`src/hw/reorder_pkg.sv`:
```
// ~~~~~~~~~~~~~~~~~~~~~~~~~~~~~~
// Sizes, payload types and the issue
// entry record of the read reorder block
// ~~~~~~~~~~~~~~~~~~~~~~~~~~~~~~
package reorder_pkg;

    // Tag space, one tag per outstanding read
    localparam int unsigned NumTags  = 8;
    localparam int unsigned TagWidth = $clog2(NumTags);

    localparam int unsigned AddrWidth = 16;
    localparam int unsigned DataWidth = 32;

    typedef logic [TagWidth-1:0]  tag_t;
    typedef logic [AddrWidth-1:0] addr_t;
    typedef logic [DataWidth-1:0] data_t;

    // Issue order record, tag in the upper bits
    typedef struct packed {
        tag_t  tag;
        addr_t addr;
    } issue_entry_t;

endpackage

```
`src/hw/tag_queue.sv`:
```
// ~~~~~~~~~~~~~~~~~~~~~~~~~~~~~~
// Free tag allocator, hands out
// the lowest unused tag
// ~~~~~~~~~~~~~~~~~~~~~~~~~~~~~~
`timescale 1ns/1ps

module tag_queue #(
    parameter int unsigned NumTags = 8,
    parameter type         tag_t   = logic [$clog2(NumTags)-1:0]
) (
    input  logic clk_i,
    input  logic rst_ni,

    // Return path
    input  logic free_i,
    input  tag_t tag_i,

    // Claim path
    input  logic get_i,
    output logic valid_o,
    output tag_t tag_o
);

    logic [NumTags-1:0] used_q;
    logic [NumTags-1:0] used_d;
    tag_t               lowest_free;

    // At least one clear bit left
    assign valid_o = ~&used_q;

    // Scan from the top so the lowest clear bit wins
    always_comb begin
        lowest_free = '0;
        for (int i = NumTags - 1; i >= 0; i--) begin
            if (!used_q[i]) begin
                lowest_free = tag_t'(i);
            end
        end
    end

    assign tag_o = lowest_free;

    // Free and get may land in the same cycle
    always_comb begin
        used_d = used_q;
        if (free_i) begin
            used_d[tag_i] = 1'b0;
        end
        if (get_i && valid_o) begin
            used_d[lowest_free] = 1'b1;
        end
    end

    always_ff @(posedge clk_i) begin
        if (!rst_ni) begin
            used_q <= '0;
        end else begin
            used_q <= used_d;
        end
    end

    // Only an outstanding tag may come back
    free_in_use: assert property (@(posedge clk_i) disable iff (!rst_ni)
        free_i |-> used_q[tag_i])
        else $error("freed tag %0d is not in use", tag_i);

endmodule

```
`src/hw/issue_stage.sv`:
```
// ~~~~~~~~~~~~~~~~~~~~~~~~~~~~~~
// Read issue stage, claims a tag and
// sends the tagged memory request
// ~~~~~~~~~~~~~~~~~~~~~~~~~~~~~~
`timescale 1ns/1ps

module issue_stage (
    input  logic                      clk_i,
    input  logic                      rst_ni,

    // Client read strobe
    input  logic                      req_i,
    input  reorder_pkg::addr_t        req_addr_i,

    // Tag queue
    input  logic                      tag_valid_i,
    input  reorder_pkg::tag_t         tag_i,
    output logic                      get_o,

    // Issue order FIFO
    output logic                      push_o,
    output reorder_pkg::issue_entry_t push_entry_o,

    // Memory request
    output logic                      mem_req_o,
    output reorder_pkg::tag_t         mem_tag_o,
    output reorder_pkg::addr_t        mem_addr_o
);

    logic accept;

    // The tag queue decides and a strobe while busy is dropped
    assign get_o  = req_i;
    assign accept = req_i && tag_valid_i;

    assign push_o       = accept;
    assign push_entry_o = '{tag: tag_i, addr: req_addr_i};

    always_ff @(posedge clk_i) begin
        if (!rst_ni) begin
            mem_req_o <= 1'b0;
        end else begin
            mem_req_o <= accept;
        end
    end

    // Request payload
    always_ff @(posedge clk_i) begin
        if (accept) begin
            mem_tag_o  <= tag_i;
            mem_addr_o <= req_addr_i;
        end
    end

endmodule

```
`src/hw/issue_order_fifo.sv`:
```
// ~~~~~~~~~~~~~~~~~~~~~~~~~~~~~~
// Circular FIFO holding issued
// entries in request order
// ~~~~~~~~~~~~~~~~~~~~~~~~~~~~~~
`timescale 1ns/1ps

module issue_order_fifo #(
    parameter int unsigned Depth   = 8,
    parameter type         entry_t = logic
) (
    input  logic   clk_i,
    input  logic   rst_ni,

    input  logic   push_i,
    input  entry_t push_entry_i,

    input  logic   pop_i,
    output entry_t head_o,
    output logic   empty_o
);

    localparam int unsigned PtrWidth = (Depth > 1) ? $clog2(Depth) : 1;
    localparam int unsigned CntWidth = $clog2(Depth + 1);

    entry_t              mem_q [Depth];
    logic [PtrWidth-1:0] wr_ptr_q;
    logic [PtrWidth-1:0] rd_ptr_q;
    logic [CntWidth-1:0] count_q;
    logic                full;

    // Wraps for any depth
    function automatic logic [PtrWidth-1:0] ptr_next(input logic [PtrWidth-1:0] ptr);
        if (ptr == PtrWidth'(Depth - 1)) begin
            return '0;
        end
        return ptr + 1'b1;
    endfunction

    assign empty_o = (count_q == '0);
    assign full    = (count_q == CntWidth'(Depth));
    assign head_o  = mem_q[rd_ptr_q];

    always_ff @(posedge clk_i) begin
        if (!rst_ni) begin
            wr_ptr_q <= '0;
            rd_ptr_q <= '0;
            count_q  <= '0;
        end else begin
            if (push_i) begin
                wr_ptr_q <= ptr_next(wr_ptr_q);
            end
            if (pop_i) begin
                rd_ptr_q <= ptr_next(rd_ptr_q);
            end
            if (push_i && !pop_i) begin
                count_q <= count_q + 1'b1;
            end else if (pop_i && !push_i) begin
                count_q <= count_q - 1'b1;
            end
        end
    end

    // Entry storage
    always_ff @(posedge clk_i) begin
        if (push_i) begin
            mem_q[wr_ptr_q] <= push_entry_i;
        end
    end

    no_overflow: assert property (@(posedge clk_i) disable iff (!rst_ni)
        push_i |-> !full)
        else $error("push into full issue order FIFO");

    no_underflow: assert property (@(posedge clk_i) disable iff (!rst_ni)
        pop_i |-> !empty_o)
        else $error("pop from empty issue order FIFO");

endmodule

```
`src/hw/response_buffer.sv`:
```
// ~~~~~~~~~~~~~~~~~~~~~~~~~~~~~~
// Tag indexed response store with
// in-order retirement
// ~~~~~~~~~~~~~~~~~~~~~~~~~~~~~~
`timescale 1ns/1ps

module response_buffer (
    input  logic                      clk_i,
    input  logic                      rst_ni,

    // Memory response
    input  logic                      rsp_i,
    input  reorder_pkg::tag_t         rsp_tag_i,
    input  reorder_pkg::data_t        rsp_data_i,

    // Issue order FIFO
    input  reorder_pkg::issue_entry_t head_i,
    input  logic                      empty_i,
    output logic                      pop_o,

    // Tag queue
    output logic                      free_o,
    output reorder_pkg::tag_t         free_tag_o,

    // Return to client
    output logic                      out_valid_o,
    output reorder_pkg::addr_t        out_addr_o,
    output reorder_pkg::data_t        out_data_o
);

    logic [reorder_pkg::NumTags-1:0] present_q;
    reorder_pkg::data_t              data_q [reorder_pkg::NumTags];
    reorder_pkg::tag_t               head_tag;
    logic                            retire;

    assign head_tag = head_i.tag;

    // Oldest read has its data
    assign retire = !empty_i && present_q[head_tag];

    assign pop_o      = retire;
    assign free_o     = retire;
    assign free_tag_o = head_tag;

    always_ff @(posedge clk_i) begin
        if (!rst_ni) begin
            present_q   <= '0;
            out_valid_o <= 1'b0;
        end else begin
            out_valid_o <= retire;
            if (retire) begin
                present_q[head_tag] <= 1'b0;
            end
            // Never the retiring tag since that one already has its data
            if (rsp_i) begin
                present_q[rsp_tag_i] <= 1'b1;
            end
        end
    end

    // Response data
    always_ff @(posedge clk_i) begin
        if (rsp_i) begin
            data_q[rsp_tag_i] <= rsp_data_i;
        end
    end

    // Return payload
    always_ff @(posedge clk_i) begin
        if (retire) begin
            out_addr_o <= head_i.addr;
            out_data_o <= data_q[head_tag];
        end
    end

    // Exactly one response per issued tag
    rsp_unique: assert property (@(posedge clk_i) disable iff (!rst_ni)
        rsp_i |-> !present_q[rsp_tag_i])
        else $error("second response for tag %0d", rsp_tag_i);

endmodule

```
`src/hw/read_reorder_top.sv`:
```
// ~~~~~~~~~~~~~~~~~~~~~~~~~~~~~~
// Tagged read front end with
// in-order return
// ~~~~~~~~~~~~~~~~~~~~~~~~~~~~~~
`timescale 1ns/1ps

module read_reorder_top (
    input  logic               clk_i,
    input  logic               rst_ni,

    // Client
    input  logic               req_i,
    input  reorder_pkg::addr_t req_addr_i,
    output logic               busy_o,

    // Memory side
    output logic               mem_req_o,
    output reorder_pkg::tag_t  mem_tag_o,
    output reorder_pkg::addr_t mem_addr_o,
    input  logic               rsp_i,
    input  reorder_pkg::tag_t  rsp_tag_i,
    input  reorder_pkg::data_t rsp_data_i,

    // Return
    output logic               out_valid_o,
    output reorder_pkg::addr_t out_addr_o,
    output reorder_pkg::data_t out_data_o
);

    logic                      tag_get;
    logic                      tag_valid;
    reorder_pkg::tag_t         claim_tag;
    logic                      tag_free;
    reorder_pkg::tag_t         free_tag;
    logic                      fifo_push;
    reorder_pkg::issue_entry_t fifo_push_entry;
    logic                      fifo_pop;
    reorder_pkg::issue_entry_t fifo_head;
    logic                      fifo_empty;

    // No free tag left
    assign busy_o = !tag_valid;

    tag_queue #(
        .NumTags (reorder_pkg::NumTags),
        .tag_t   (reorder_pkg::tag_t)
    ) tag_queue_inst (
        .clk_i   (clk_i),
        .rst_ni  (rst_ni),
        .free_i  (tag_free),
        .tag_i   (free_tag),
        .get_i   (tag_get),
        .valid_o (tag_valid),
        .tag_o   (claim_tag)
    );

    issue_stage issue_stage_inst (
        .clk_i        (clk_i),
        .rst_ni       (rst_ni),
        .req_i        (req_i),
        .req_addr_i   (req_addr_i),
        .tag_valid_i  (tag_valid),
        .tag_i        (claim_tag),
        .get_o        (tag_get),
        .push_o       (fifo_push),
        .push_entry_o (fifo_push_entry),
        .mem_req_o    (mem_req_o),
        .mem_tag_o    (mem_tag_o),
        .mem_addr_o   (mem_addr_o)
    );

    // One slot per tag, so the FIFO never overflows
    issue_order_fifo #(
        .Depth   (reorder_pkg::NumTags),
        .entry_t (reorder_pkg::issue_entry_t)
    ) issue_order_fifo_inst (
        .clk_i        (clk_i),
        .rst_ni       (rst_ni),
        .push_i       (fifo_push),
        .push_entry_i (fifo_push_entry),
        .pop_i        (fifo_pop),
        .head_o       (fifo_head),
        .empty_o      (fifo_empty)
    );

    response_buffer response_buffer_inst (
        .clk_i       (clk_i),
        .rst_ni      (rst_ni),
        .rsp_i       (rsp_i),
        .rsp_tag_i   (rsp_tag_i),
        .rsp_data_i  (rsp_data_i),
        .head_i      (fifo_head),
        .empty_i     (fifo_empty),
        .pop_o       (fifo_pop),
        .free_o      (tag_free),
        .free_tag_o  (free_tag),
        .out_valid_o (out_valid_o),
        .out_addr_o  (out_addr_o),
        .out_data_o  (out_data_o)
    );

endmodule

```
`config.mk`:
```
export PLATFORM = sky130hd
export DESIGN_NAME = read_reorder_top
export DESIGN_NICKNAME = d
export VERILOG_FILES = /design/src/hw/reorder_pkg.sv /design/src/hw/tag_queue.sv /design/src/hw/issue_stage.sv /design/src/hw/issue_order_fifo.sv /design/src/hw/response_buffer.sv /design/src/hw/read_reorder_top.sv
export SDC_FILE = /design/constraint.sdc
export NUM_CORES = 1
export LEC_CHECK = 0
export BUFFER_PORTS_ARGS = -buffer_cell sky130_fd_sc_hd__buf_4
export CAP_MARGIN = 15
export CORE_AREA = 2 2 258 260
export CTS_CLUSTER_DIAMETER = 120
export DETAILED_ROUTE_END_ITERATION = 16
export DIE_AREA = 0 0 260 262
export GPL_TIMING_DRIVEN = 0
export PLACE_DENSITY_LB_ADDON = 0.1
export SYNTH_ARGS = -nofsm -noshare
export SYNTH_HDL_FRONTEND = slang
export SYNTH_HIERARCHICAL = 1
export SYNTH_SLANG_ARGS = --single-unit
```
`constraint.sdc`:
```
create_clock -name clk_i -period 13.92 [get_ports clk_i]
set_input_delay 1.392 -clock clk_i [delete_from_list [all_inputs] [get_ports clk_i]]
set_output_delay 1.392 -clock clk_i [all_outputs]
set_load 0.05 [all_outputs]
```
==> flow_metrics.py <==
metrics = {
    "job": {
        "cap_violations": 0,
    },
    "synthesis": {
        "seq_area_frac_synth_pct": 76.5,
        "netlist-cell-type-count": 51,
        "synth_seq_cells": 506,
        "synthCells": 996,
        "ys.flop_type": "edfxtp_1",
        "syn_avg_cell_area_um2": 19.5,
        "syn-num-nets": 1059,
        "synth_edf_count": 475,
        "async_reset_ff_share_pct": 0,
        "synth_warnings": 6,
        "syn_area_um2": 19500,
    },
    "route": {
        "wl_per_cell_um": 23.0,
        "dr_total_vias": 9859,
        "antenna_left": 0,
        "first_pass_iters": 5,
        "drcViolationCount": 0,
        "drt_iter0_drc": 619,
        "routed_wl_um": 48600,
        "routed_via_density": 4.67,
    },
    "clock_network": {
        "cts.htree.levels": 2,
        "clockBufferDepth": 3,
        "cts_tree": "done",
        "cts-buffers-inserted": 57,
        "cts_hold_buf": 0,
        "cts_root_buf": "clkbuf_16",
        "clk_pin_slew_ns": 0.06,
        "cts_resized": 0,
        "insertion_delay_ns": 0.61,
        "postCtsSetupRepairBufs": 0,
        "clkSinkCount": 506,
    },
    "grt": {
        "grt_usage_pct": 14.4,
        "grt_pass1_vias": 10400,
        "antenna_found_initial": 1,
        "grt_pass1_wl_um": 71200,
        "grt_max_degree": 27,
        "grt-ovfl-total": 0,
    },
    "die": {
        "initial_core_util_pct": 29.8,
        "rows": 94,
        "die-area_um2": 68100,
        "die_h_um": 262,
        "io_pins": 125,
        "fp.dieW_um": 260,
        "core_area_um2": 65300,
    },
    "finish": {
        "fill_cells": 6101,
        "final_cell_mix": "edfxtp_1, buf_4, clkbuf_16",
        "n_antenna_cell": 0,
        "final_cells": 2110,
        "final_cell_area_um2": 23700,
        "final_core_util_pct": 36.4,
        "syn_to_final_growth_pct": 22.0,
        "layout-drive-gt1-share_pct": 34.3,
        "fin_nets": 1267,
        "final_common_cell": "edfxtp_1",
    },
    "timing": {
        "tns_ns": 0,
        "fmax_mhz": 203,
        "setup_viol": 0,
        "min_period_over_period_pct": 35.4,
        "rsz0062_at_grt": "false",
        "hold_ws_ns": 0.482,
        "fin_skew_ns": 0.0251,
        "slew_headroom_pct": 38.3,
        "period_minus_slack_ns": 4.92,
        "tightestPinTransition_ns": 0.920,
        "setup_ws_ns": 9.00,
        "report.final.slew_viol_count": 0,
        "hold_viol": 0,
    },
    "placement": {
        "gp_congestion": 0.709,
        "post-place-ws_ns": 8.90,
        "post-place-cells": 2009,
        "post_dp_cell_area_um2": 22000,
        "dpl.hpwl_um": 30500,
        "portBuffers": 124,
    },
    "power_and_ir_drop": {
        "p_per_area_nw_per_um2": 144,
        "power.total_mw": 3.43,
        "ir_drop_v": 0.0000897,
        "p_leak_nw": 7.92,
    },
    "hold_path": {
        "worst_hold_path_type": "reg -> reg",
    },
    "worst_setup_path": {
        "crit_chain": "clkbuf_1 -> mux4_2 -> mux2_4 -> buf_6 -> nor2_2 -> a22oi_2 -> a21oi_4 -> buf_16 -> buf_4 -> inv_1 -> ha_1 -> inv_1 -> ha_1 -> a21oi_1 -> a211oi_1 -> a31oi_1 -> mux2i_1",
        "worst-path-max-fanout": 15,
        "setup.worst_path.end_class": "flop",
        "cp_slowest_cell": "a21oi_4",
        "path_class": "reg -> reg",
        "crit_required_ns": 14.47,
        "worstPathArrival_ns": 5.47,
        "start_kind": "flop",
        "slowest_delay_ns": 0.67,
    },
    "outcome": {
        "status": "completed",
    },
}
layout make-up:
class	instances	area, µm²	share of cell area, %
plain buffers	67	528	2.22
well taps	864	1080	4.55
inverters	9	33.8	0.142
flip-flops and latches	506	14900	62.7
multi-input cells	414	4120	17.3
repair buffers	149	1400	5.90
clock inverters	25	170	0.717
clock buffers	76	1530	6.44
cell families (layout without fill, tap and decap cells):
family / Yosys count / in the layout / synth area share, %
DFF: 506 / 506 / 76.5
AOI/OAI and AO/OA: 128 / 128 / 5.05
and+or+nand+nor: 145 / 145 / 3.57
adders and majority gates: 8 / 8 / 0.553
buffers and inverters: 76 / 326 / 2.89
muxes: 131 / 131 / 11.4
xor gates and xnor gates: 2 / 2 / 0.0900
path summary, 6_finish.rpt:
path | cells after the start | slack [ns] | startpoint | endpoint
worst max register to register | 17 | 9.00 | flop | issue_order_fifo_inst/count_q[3]
worst max-delay path | 17 | 9.00 | flop | issue_order_fifo_inst/count_q[3]
worst min-delay path | 2 | 0.48 | issue_order_fifo_inst/count_q[3] | issue_order_fifo_inst/count_q[3]
worst min register to register | 2 | 0.48 | issue_order_fifo_inst/count_q[3] | issue_order_fifo_inst/count_q[3]
per-layer routing:
layer  global-route usage, %  part of all wire (%)
met5                       0                 0.027
met1                    18.7                    44
met2                    25.1                    50
met4                    3.53                   1.8
met3                    2.56                   3.9
worst max-delay path: cells and delay by family, from the launching register on:
kind / cells / cell delay [ns]
DFF: 1 / 0.32
muxes: 3 / 0.93
buffers and inverters: 6 / 1.41
AOI/OAI and AO/OA: 5 / 1.29
adders and majority gates: 2 / 0.49
and+or+nand+nor: 1 / 0.38
synth_stat cells, types with 6 or more instances:
library cell,n,area share (%)
a21oi_1,23,0.59
a221oi_1,26,1.2
a221oi_2,9,0.69
a22oi_1,14,0.54
and2_1,7,0.22
buf_2,17,0.44
buf_4,31,1.2
buf_6,12,0.69
dfxtp_1,31,3.2
edfxtp_1,475,73
ha_1,7,0.45
inv_1,7,0.14
mux2_2,29,1.7
mux2_4,23,1.8
mux2i_1,18,0.93
mux4_1,9,1.2
mux4_2,48,5.6
nand2_1,49,0.95
nand2b_1,8,0.26
nand3_1,6,0.15
nor2_1,36,0.69
nor2b_1,11,0.35
nor3_1,10,0.26
o21ai_0,13,0.33
o21ai_1,6,0.15
o221ai_1,7,0.32
o22ai_1,12,0.39
state kept, by name (all words and copies together), names as in the netlist, 4 cells and up, named ones only:
| signal | cells |
|---|---|
| issue_stage_inst/mem_addr_o | 16 |
| response_buffer_inst/present_q | 8 |
| response_buffer_inst/out_data_o | 32 |
| response_buffer_inst/data_q | 256 |
| issue_order_fifo_inst/count_q | 4 |
| tag_queue_inst/used_q | 8 |
| response_buffer_inst/out_addr_o | 16 |
| issue_order_fifo_inst/mem_q | 152 |
power breakdown:
group	total (mW)	leakage (nW)	internal (mW)	switching, mW
Clock	1.38	0.834	0.786	0.595
Sequential	1.73	4.59	1.72	0.0138
Combinational	0.314	2.50	0.122	0.191
Total	3.43	7.92	2.63	0.800
No activity file was read; power rests on OpenSTA's default activity.
